`config.mk`:
```
export PLATFORM = sky130hd
export DESIGN_NAME = pt_walk_top
export DESIGN_NICKNAME = d
export VERILOG_FILES = /design/src/pt_geom_pkg.sv /design/src/pt_entry_pkg.sv /design/src/pt_mem_port.sv /design/src/pt_walk_ctrl.sv /design/src/pt_walk_top.sv
export SDC_FILE = /design/constraint.sdc
export NUM_CORES = 1
export LEC_CHECK = 0
export ABC_CLOCK_PERIOD_IN_PS = 3500
export BUFFER_PORTS_ARGS = -buffer_cell sky130_fd_sc_hd__buf_2
export CAP_MARGIN = 20
export CORE_AREA = 2 2 264 266
export CTS_BUF_LIST = sky130_fd_sc_hd__clkbuf_2 sky130_fd_sc_hd__clkbuf_4 sky130_fd_sc_hd__clkbuf_8
export DETAILED_ROUTE_END_ITERATION = 10
export DIE_AREA = 0 0 266 268
export GPL_ROUTABILITY_DRIVEN = 0
export SYNTH_ARGS = -nofsm -noshare
export SYNTH_HDL_FRONTEND = slang
export SYNTH_HIERARCHICAL = 1
export SYNTH_SLANG_ARGS = --single-unit
```
`constraint.sdc`:
```
create_clock -name clk -period 3.5 [get_ports clk]
set_input_delay 0.35 -clock clk [delete_from_list [all_inputs] [get_ports clk]]
set_output_delay 0.35 -clock clk [all_outputs]
set_load 0.01 [all_outputs]
```
`src/pt_geom_pkg.sv`:
```
// Page table geometry
`default_nettype none

package pt_geom_pkg;

    // ====================
    // Table shape
    // ====================

    // One table page holds 512 entries
    localparam int PT_IDX_WIDTH = 9;

    // Levels of indirection, root is depth 0
    localparam int PT_DEPTH = 4;

    // Width of one page table entry
    localparam int PTE_WIDTH = 64;

    // ====================
    // Address widths
    // ====================

    localparam int PA_WIDTH = 42;
    localparam int PAGE_OFFSET_BITS = 12;

    // Line addresses count 64-byte lines
    localparam int LINE_OFFSET_BITS = 6;

    localparam int REQ_TAG_WIDTH = 8;

    // ====================
    // Types
    // ====================

    typedef logic [PT_IDX_WIDTH-1:0] pt_idx_t;
    typedef logic [$clog2(PT_DEPTH)-1:0] pt_depth_t;

    // Level indices of a walk, level 0 in the top element
    typedef pt_idx_t [PT_DEPTH-1:0] pt_idx_vec_t;

    // 4 KB virtual page index, same layout as pt_idx_vec_t
    typedef logic [PT_DEPTH*PT_IDX_WIDTH-1:0] va_page_t;

    // 4 KB physical page index
    typedef logic [PA_WIDTH-PAGE_OFFSET_BITS-1:0] pa_page_t;

    typedef logic [PA_WIDTH-LINE_OFFSET_BITS-1:0] line_addr_t;
    typedef logic [REQ_TAG_WIDTH-1:0] req_tag_t;

endpackage

`default_nettype wire

```
`src/pt_entry_pkg.sv`:
```
// Page table entry decoding
`default_nettype none

package pt_entry_pkg;

    import pt_geom_pkg::*;

    // Flag positions in the low bits of an entry
    localparam int PTE_TERMINAL_BIT = 0;

    // Software fills unused entries with all ones
    // so bit 3 stands in for the whole entry being invalid
    localparam int PTE_ERROR_BIT = 3;

    // Entry status, error has priority over terminal
    typedef struct packed
    {
        logic error;
        logic terminal;
    } pt_status_t;

    // Status flags of one entry word
    function automatic pt_status_t entry_status(input logic [PTE_WIDTH-1:0] w);
        pt_status_t s;
        s.error = w[PTE_ERROR_BIT];
        s.terminal = w[PTE_TERMINAL_BIT];
        return s;
    endfunction

    // Page pointed to by an entry
    // Next table page for a pointer, translated page for a terminal
    function automatic pa_page_t entry_page(input logic [PTE_WIDTH-1:0] w);
        return w[PA_WIDTH-1:PAGE_OFFSET_BITS];
    endfunction

endpackage

`default_nettype wire

```
`src/pt_mem_port.sv`:
```
// Page table memory port
`default_nettype none

module pt_mem_port
    import pt_geom_pkg::*;
    import pt_entry_pkg::*;
#(
    parameter int WORDS_PER_LINE = 8
)
(
    input  logic clk,
    input  logic reset,

    // From the walk controller
    input  logic issue,
    input  pa_page_t cur_page,
    input  pt_idx_t cur_idx,

    // Host memory read channel
    input  logic read_rdy,
    output logic read_en,
    output line_addr_t read_addr,
    input  logic read_data_en,
    input  logic [PTE_WIDTH*WORDS_PER_LINE-1:0] read_data,

    // Decoded entry back to the controller
    output logic entry_valid,
    output pt_status_t entry_status,
    output pa_page_t entry_page
);

    // An entry index splits into line within page and word within line
    localparam int WORD_IDX_W = $clog2(WORDS_PER_LINE);
    localparam int LINE_IDX_W = PT_IDX_WIDTH - WORD_IDX_W;

    logic [WORD_IDX_W-1:0] word_idx;
    logic [LINE_IDX_W-1:0] line_idx;
    logic [$bits(pa_page_t)+LINE_IDX_W-1:0] line_full;

    // Response pipeline
    logic data_en_q;
    logic data_en_qq;
    logic [WORDS_PER_LINE-1:0][PTE_WIDTH-1:0] line_q;
    logic [PTE_WIDTH-1:0] word_qq;

    assign {line_idx, word_idx} = cur_idx;

    // ====================
    // Read requests
    // ====================

    // Fire only when memory can take it, otherwise the controller holds
    assign read_en = issue && read_rdy;

    // Table page followed by the line holding the wanted entry
    assign line_full = {cur_page, line_idx};
    assign read_addr = line_addr_t'(line_full);

    // ====================
    // Read responses
    // ====================

    // Valid strobes, two stages
    always_ff @(posedge clk)
    begin
        if (reset)
        begin
            data_en_q <= 1'b0;
            data_en_qq <= 1'b0;
        end
        else
        begin
            data_en_q <= read_data_en;
            data_en_qq <= data_en_q;
        end
    end

    // Stage 1 holds the whole line
    // Stage 2 keeps only the entry named by cur_idx,
    // which is stable while the controller waits
    always_ff @(posedge clk)
    begin
        if (read_data_en)
        begin
            line_q <= read_data;
        end

        if (data_en_q)
        begin
            word_qq <= line_q[word_idx];
        end
    end

    // Decode straight off the stage 2 register
    assign entry_valid = data_en_qq;
    assign entry_status = pt_entry_pkg::entry_status(word_qq);
    assign entry_page = pt_entry_pkg::entry_page(word_qq);

endmodule

`default_nettype wire

```
`src/pt_walk_ctrl.sv`:
```
// Page table walk controller
`default_nettype none

module pt_walk_ctrl
    import pt_geom_pkg::*;
    import pt_entry_pkg::*;
(
    input  logic clk,
    input  logic reset,

    // Table root from software
    input  pa_page_t root_page,
    input  logic root_valid,

    // Translation requests
    input  logic req_en,
    input  va_page_t req_va,
    input  logic req_spec,
    input  req_tag_t req_tag,
    output logic req_rdy,

    // Memory port
    output logic issue,
    output pa_page_t cur_page,
    output pt_idx_t cur_idx,
    input  logic read_fire,
    input  logic entry_valid,
    input  pt_status_t entry_status,
    input  pa_page_t entry_page,

    // Translation responses
    output logic rsp_en,
    output pa_page_t rsp_pa,
    output req_tag_t rsp_tag,
    output logic rsp_big_page,
    output logic rsp_not_present
);

    // Deepest level, holds 4 KB pages
    localparam pt_depth_t LAST_DEPTH = pt_depth_t'(PT_DEPTH - 1);

    // A terminal entry one level up maps a 2 MB page
    localparam pt_depth_t BIG_PAGE_DEPTH = pt_depth_t'(PT_DEPTH - 2);

    typedef enum logic [2:0]
    {
        ST_IDLE,
        ST_READ_REQ,
        ST_WAIT,
        ST_EVAL,
        ST_DONE,
        ST_ERROR,
        ST_HALT
    } walk_state_t;

    walk_state_t state;

    // Root address is usable once seen valid in a register
    logic initialized;

    // Request held for the duration of the walk
    logic spec_q;
    req_tag_t tag_q;

    // Remaining level indices, current one in the top element
    pt_idx_vec_t idx_vec;
    pt_depth_t depth;

    // Entry captured from the memory port
    pt_status_t ent_status;
    pa_page_t next_page;

    logic accept;
    logic walk_fail;

    // One walk at a time
    assign req_rdy = initialized && (state == ST_IDLE);
    assign accept = req_en && req_rdy;

    assign issue = (state == ST_READ_REQ);
    assign cur_idx = idx_vec[PT_DEPTH-1];

    // Bad entry, or a pointer where only a page can be
    assign walk_fail = ent_status.error || (!ent_status.terminal && (depth == LAST_DEPTH));

    // ====================
    // State machine
    // ====================

    always_ff @(posedge clk)
    begin
        if (reset)
        begin
            state <= ST_IDLE;
            initialized <= 1'b0;
            depth <= '0;
            rsp_en <= 1'b0;
        end
        else
        begin
            initialized <= root_valid;

            // Response strobe is a single cycle pulse
            rsp_en <= 1'b0;

            case (state)
                ST_IDLE:
                begin
                    if (accept)
                    begin
                        state <= ST_READ_REQ;
                        depth <= '0;
                    end
                end

                // Held here under back-pressure
                ST_READ_REQ:
                begin
                    if (read_fire)
                    begin
                        state <= ST_WAIT;
                    end
                end

                ST_WAIT:
                begin
                    if (entry_valid)
                    begin
                        state <= ST_EVAL;
                    end
                end

                ST_EVAL:
                begin
                    if (walk_fail)
                    begin
                        state <= ST_ERROR;
                        rsp_en <= 1'b1;
                    end
                    else if (ent_status.terminal)
                    begin
                        state <= ST_DONE;
                        rsp_en <= 1'b1;
                    end
                    else
                    begin
                        // Pointer, descend one level
                        state <= ST_READ_REQ;
                        depth <= depth + pt_depth_t'(1);
                    end
                end

                ST_DONE:
                begin
                    state <= ST_IDLE;
                end

                // speculative failures recover, others stop the walker
                ST_ERROR:
                begin
                    state <= spec_q ? ST_IDLE : ST_HALT;
                end

                // Left only through reset
                ST_HALT:
                begin
                    state <= ST_HALT;
                end

                default:
                begin
                    state <= ST_IDLE;
                end
            endcase
        end
    end

    // ====================
    // Walk datapath
    // ====================

    always_ff @(posedge clk)
    begin
        if (accept)
        begin
            spec_q <= req_spec;
            tag_q <= req_tag;
            idx_vec <= pt_idx_vec_t'(req_va);
            cur_page <= root_page;
        end

        if ((state == ST_WAIT) && entry_valid)
        begin
            ent_status <= entry_status;
            next_page <= entry_page;
        end

        // Step to the next table page and the next level index
        if ((state == ST_EVAL) && !walk_fail && !ent_status.terminal)
        begin
            cur_page <= next_page;
            idx_vec <= {idx_vec[PT_DEPTH-2:0], pt_idx_t'(0)};
        end
    end

    // Response payload, valid with rsp_en
    always_ff @(posedge clk)
    begin
        if (state == ST_EVAL)
        begin
            rsp_pa <= next_page;
            rsp_tag <= tag_q;
            rsp_big_page <= !walk_fail && (depth == BIG_PAGE_DEPTH);
            rsp_not_present <= walk_fail;
        end
    end

endmodule

`default_nettype wire

```
`src/pt_walk_top.sv`:
```
// Page table walker top level
`default_nettype none

module pt_walk_top
    import pt_geom_pkg::*;
    import pt_entry_pkg::*;
#(
    parameter int WORDS_PER_LINE = 8
)
(
    input  logic clk,
    input  logic reset,

    // Table root
    input  pa_page_t root_page,
    input  logic root_valid,

    // Requests
    input  logic req_en,
    input  va_page_t req_va,
    input  logic req_spec,
    input  req_tag_t req_tag,
    output logic req_rdy,

    // Responses
    output logic rsp_en,
    output pa_page_t rsp_pa,
    output req_tag_t rsp_tag,
    output logic rsp_big_page,
    output logic rsp_not_present,

    // Host memory reads
    input  logic read_rdy,
    output logic read_en,
    output line_addr_t read_addr,
    input  logic read_data_en,
    input  logic [PTE_WIDTH*WORDS_PER_LINE-1:0] read_data
);

    // ====================
    // Controller to port
    // ====================

    logic issue;
    pa_page_t cur_page;
    pt_idx_t cur_idx;
    logic entry_valid;
    pt_status_t entry_status;
    pa_page_t entry_page;

    pt_walk_ctrl u_ctrl
    (
        .clk             (clk),
        .reset           (reset),
        .root_page       (root_page),
        .root_valid      (root_valid),
        .req_en          (req_en),
        .req_va          (req_va),
        .req_spec        (req_spec),
        .req_tag         (req_tag),
        .req_rdy         (req_rdy),
        .issue           (issue),
        .cur_page        (cur_page),
        .cur_idx         (cur_idx),
        // Accepted read, moves the controller on to waiting
        .read_fire       (read_en),
        .entry_valid     (entry_valid),
        .entry_status    (entry_status),
        .entry_page      (entry_page),
        .rsp_en          (rsp_en),
        .rsp_pa          (rsp_pa),
        .rsp_tag         (rsp_tag),
        .rsp_big_page    (rsp_big_page),
        .rsp_not_present (rsp_not_present)
    );

    pt_mem_port #(
        .WORDS_PER_LINE (WORDS_PER_LINE)
    ) u_mem_port
    (
        .clk          (clk),
        .reset        (reset),
        .issue        (issue),
        .cur_page     (cur_page),
        .cur_idx      (cur_idx),
        .read_rdy     (read_rdy),
        .read_en      (read_en),
        .read_addr    (read_addr),
        .read_data_en (read_data_en),
        .read_data    (read_data),
        .entry_valid  (entry_valid),
        .entry_status (entry_status),
        .entry_page   (entry_page)
    );

endmodule

`default_nettype wire

```
==> summary.md <==
| Metric | Value |
|---|---|
| Fin crit share | `approximately three quarters` |
| Final instance area | `around 25000 um^2` |
| Cell mode on critical path | `clkinv_2` |
| Post-Layout Cell Count | `between 2000 and 2500` |
| Top Family by Delay on Critical Path | `buffers and inverters` |
| Die W | `266 um` |
| I/O pins | `about 670` |
| Flops & latches, synth | `around 440` |
| CP startpoint kind | `register` |
| Fill cells | `6309` |
| Nets@finish | `approximately 2100` |
| Most frequent cells in the layout | `edfxtp_1 (426), buf_2 (414), dlygate4sd3_1 (334)` |
| Crit. End Element | `register` |
| Core ar. | `68200 um^2` |
| Max IR drop VDD | `0.369 mV` |
| Setup TNS | `0 ns` |
| Die Ht | `268 um` |
| WP data arrival | `approximately 3.0 ns` |
| Cell count after synthesis | `between 700 and 800` |
| Max Cap Violations | `0` |
| Clock sinks | `between 400 and 500` |
| Wire per inst | `20.4 um` |
| Leak Pwr | `0.00930 uW` |
| First-pass GRT wire length | `between 70000 and 80000 um` |
| Overflow after GRT | `0` |
| Worst Path Class, Setup | `reg -> reg` |
| Post-synth EDFFs | `between 400 and 500` |
| Worst Hold Class | `in -> reg` |
| Post-Synthesis Net Count | `between 1000 and 1500` |
| Final setup violation count | `0` |
| Via density per instance | `approximately 4.2` |
| Max-slew headroom | `44.1%` |
| Status | `complete, no violations` |
| RSZ-0062 raised after global routing | `false` |
| Hold slack final | `around 0.12 ns` |
| Final worst setup slack | `roughly 0.84 ns` |
| Fmax | `0.376 GHz` |
| Clock Pin Slew Worst Setup and Hold Paths | `roughly 0.060 ns` |
| Slowest cell delay on critical path | `roughly 0.57 ns` |
| CTS tree | `built` |
| Post-Syn Area | `16700 um^2` |
| H-tree depth | `3` |
| DP Wirelength | `approximately 31000 um` |
| Most common cell after layout, fill and taps aside | `edfxtp_1` |
| Critical Path RT | `between 3 and 4 ns` |
| Drt first pass iters | `5` |
| CTS root buffer | `clkbuf_8` |
| CTS Buf Count | `80` |
| CTS Buffer Depth | `3` |
| Worst slack, placed | `between 0.9 and 1 ns` |
| Syn_area_per_cell | `~22 um^2` |
| Max Slew Vio Count | `0` |
| Pin count of the biggest net entering global routing | `100` |
| Sequential share of the synthesized area | `approximately four fifths` |
| Final min period | `between 2 and 3 ns` |
| Asr flop ratio synth | `0%` |
| CP Cell Sequence | `or4b_4, clkinv_2, a22oi_2, clkinv_2, buf_12` |
| Total die area | `roughly 70000 um^2` |
| GR Util All Layers | `13.8%` |
| Setup Skew | `0.0421 ns` |
| Synth cell types | `38` |
| WL final | `just over 50000 um` |
| Via count | `about 10000` |
| Bufs and invs on worst path | `3` |
| Synth Warn # | `6` |
| Initial DRC Count | `about 810` |
| Crit Path Max Fanout | `35` |
| Worst-Margin Slew | `approximately 0.84 ns` |
| Predominant post-synthesis flop cell | `edfxtp_1` |
| Worst-skew pair later-pin latency | `around 0.67 ns` |
| DP Cell Count | `~2000` |
| Seq. cell area | `13200 um^2` |
| Initial antenna violation count | `13` |
| Final Hold Fails | `0` |
| Area after DPL | `a little under 20000 um^2` |
| IO Port Bufs | `about 420` |
| # DRC | `0` |
| Final ANT Viol Nets | `0` |
| Initial Util | `approximately 24%` |
| Slowest-stage cell, CP | `clkinv_2` |
| PwrDens | `502 nW/um^2` |
| Multi-input gate area | `just under 3000 um^2` |
| Vias in the first global route | `11565` |
| Layout cells sized above 1 | `between 40% and 50%` |
| Layout area overhead | `47.5%` |
| Row count | `96` |
-- synth_stat cells, drive strengths merged (2+ instances only) --
cell | count | share of area, %
a21oi | 13 | 0.39
a22o | 27 | 1.4
buf | 70 | 3.1
clkbuf | 5 | 0.11
dfxtp | 18 | 2.2
edfxtp | 426 | 77
ha | 2 | 0.15
inv | 8 | 0.21
mux2 | 63 | 4.3
mux4 | 64 | 9.5
nand2 | 5 | 0.16
nand2b | 3 | 0.11
nand3 | 10 | 0.30
nor2 | 3 | 0.083
nor2b | 5 | 0.19
nor3 | 3 | 0.090
nor3b | 2 | 0.090
o21ai | 10 | 0.30
-- final cells by class --
type                       count  area share (%)
timing repair buffer         770            22.9
antenna                        4          0.0407
tap                          882            4.49
inverter                       9           0.168
sequential                   444            53.5
clock buffer                 105            5.29
clock inverter                40            1.60
multi-input combinational    221            12.0
-- power by group --
group / internal (uW) / switching [uW]
Sequential: 6170 / 98.5
Clock: 2910 / 2280
Combinational: 557 / 349
Total: 9630 / 2720
-- state kept, by name (all words and copies together), names as in the netlist, 2 cells and up --
| register | flops |
|---|---|
| u_ctrl/idx_vec | 27 |
| u_mem_port/line_q | 256 |
| u_mem_port/word_qq | 32 |
| u_ctrl/rsp_tag | 8 |
| u_ctrl/next_page | 30 |
| u_ctrl/tag_q | 8 |
| u_ctrl/rsp_pa | 30 |
| u_ctrl/depth | 2 |
| u_ctrl/state | 3 |
| u_ctrl/ent_status | 2 |
| u_ctrl/cur_page | 30 |
| u_ctrl/cur_idx | 9 |
-- per-layer routing --
metal  GRT usage [%]  vias to the layer above  part of all wire, %
met5               0                        -                 0.15
met4            5.78                       12                  3.4
met3            4.33                      118                  7.0
met2            23.0                      490                   48
met1            16.5                     5143                   41
li1                -                     4634                    -
-- stage by stage --
step	utilization, %	power [uW]
global placement	28.6	6940
global route	36.0	12900
finish	36.0	12400
floorplan	-	6570
CTS	36.0	12500
detailed placement	28.6	6970
-- worst min-delay path, delay by kind of cell --
family	cells	cell delay, ns
buffers and inverters	1	0.21
AND/OR/NAND/NOR	1	0.11
AO/OA/AOI/OAI	1	0.06
-- final timing paths --
check / endpoint / start / depth (start not counted) / slack [ns]
setup / recovery: u_ctrl/cur_page[7]$_DFFE_PP_ / u_ctrl/state[0]$_SDFFE_PP0P_ / 5 / 0.84
hold / removal: u_ctrl/idx_vec[5]$_SDFFE_PP0N_ / req_en / 3 / 0.12
setup reg to reg: u_ctrl/cur_page[7]$_DFFE_PP_ / u_ctrl/state[0]$_SDFFE_PP0P_ / 5 / 0.84
hold reg to reg: u_ctrl/next_page[12]$_DFFE_PP_ / u_mem_port/word_qq[24]$_DFFE_PP_ / 0 / 0.39
-- cells by family (layout without fill, tap and decap cells) --
| logic type | after synthesis | after routing | synth area share, % |
|---|---|---|---|
| AND/OR/NAND/NOR | 36 | 36 | 1.26 |
| buffers and inverters | 84 | 924 | 3.47 |
| AO/OA/AOI/OAI | 56 | 56 | 2.43 |
| adder cells (fa/ha/maj) | 2 | 2 | 0.150 |
| other | 0 | 4 | 0 |
| multiplexers | 127 | 127 | 13.8 |
| flip-flops | 444 | 444 | 78.9 |
-- repair_timing --
item,4_1_cts,5_1_grt
setup endpoints to repair,0,0
hold buffers,334,0
gates resized for setup,0,0
endpoints found under the hold margin,336,0
buffers inserted,0,0
Power figures use the tool's default switching activity.
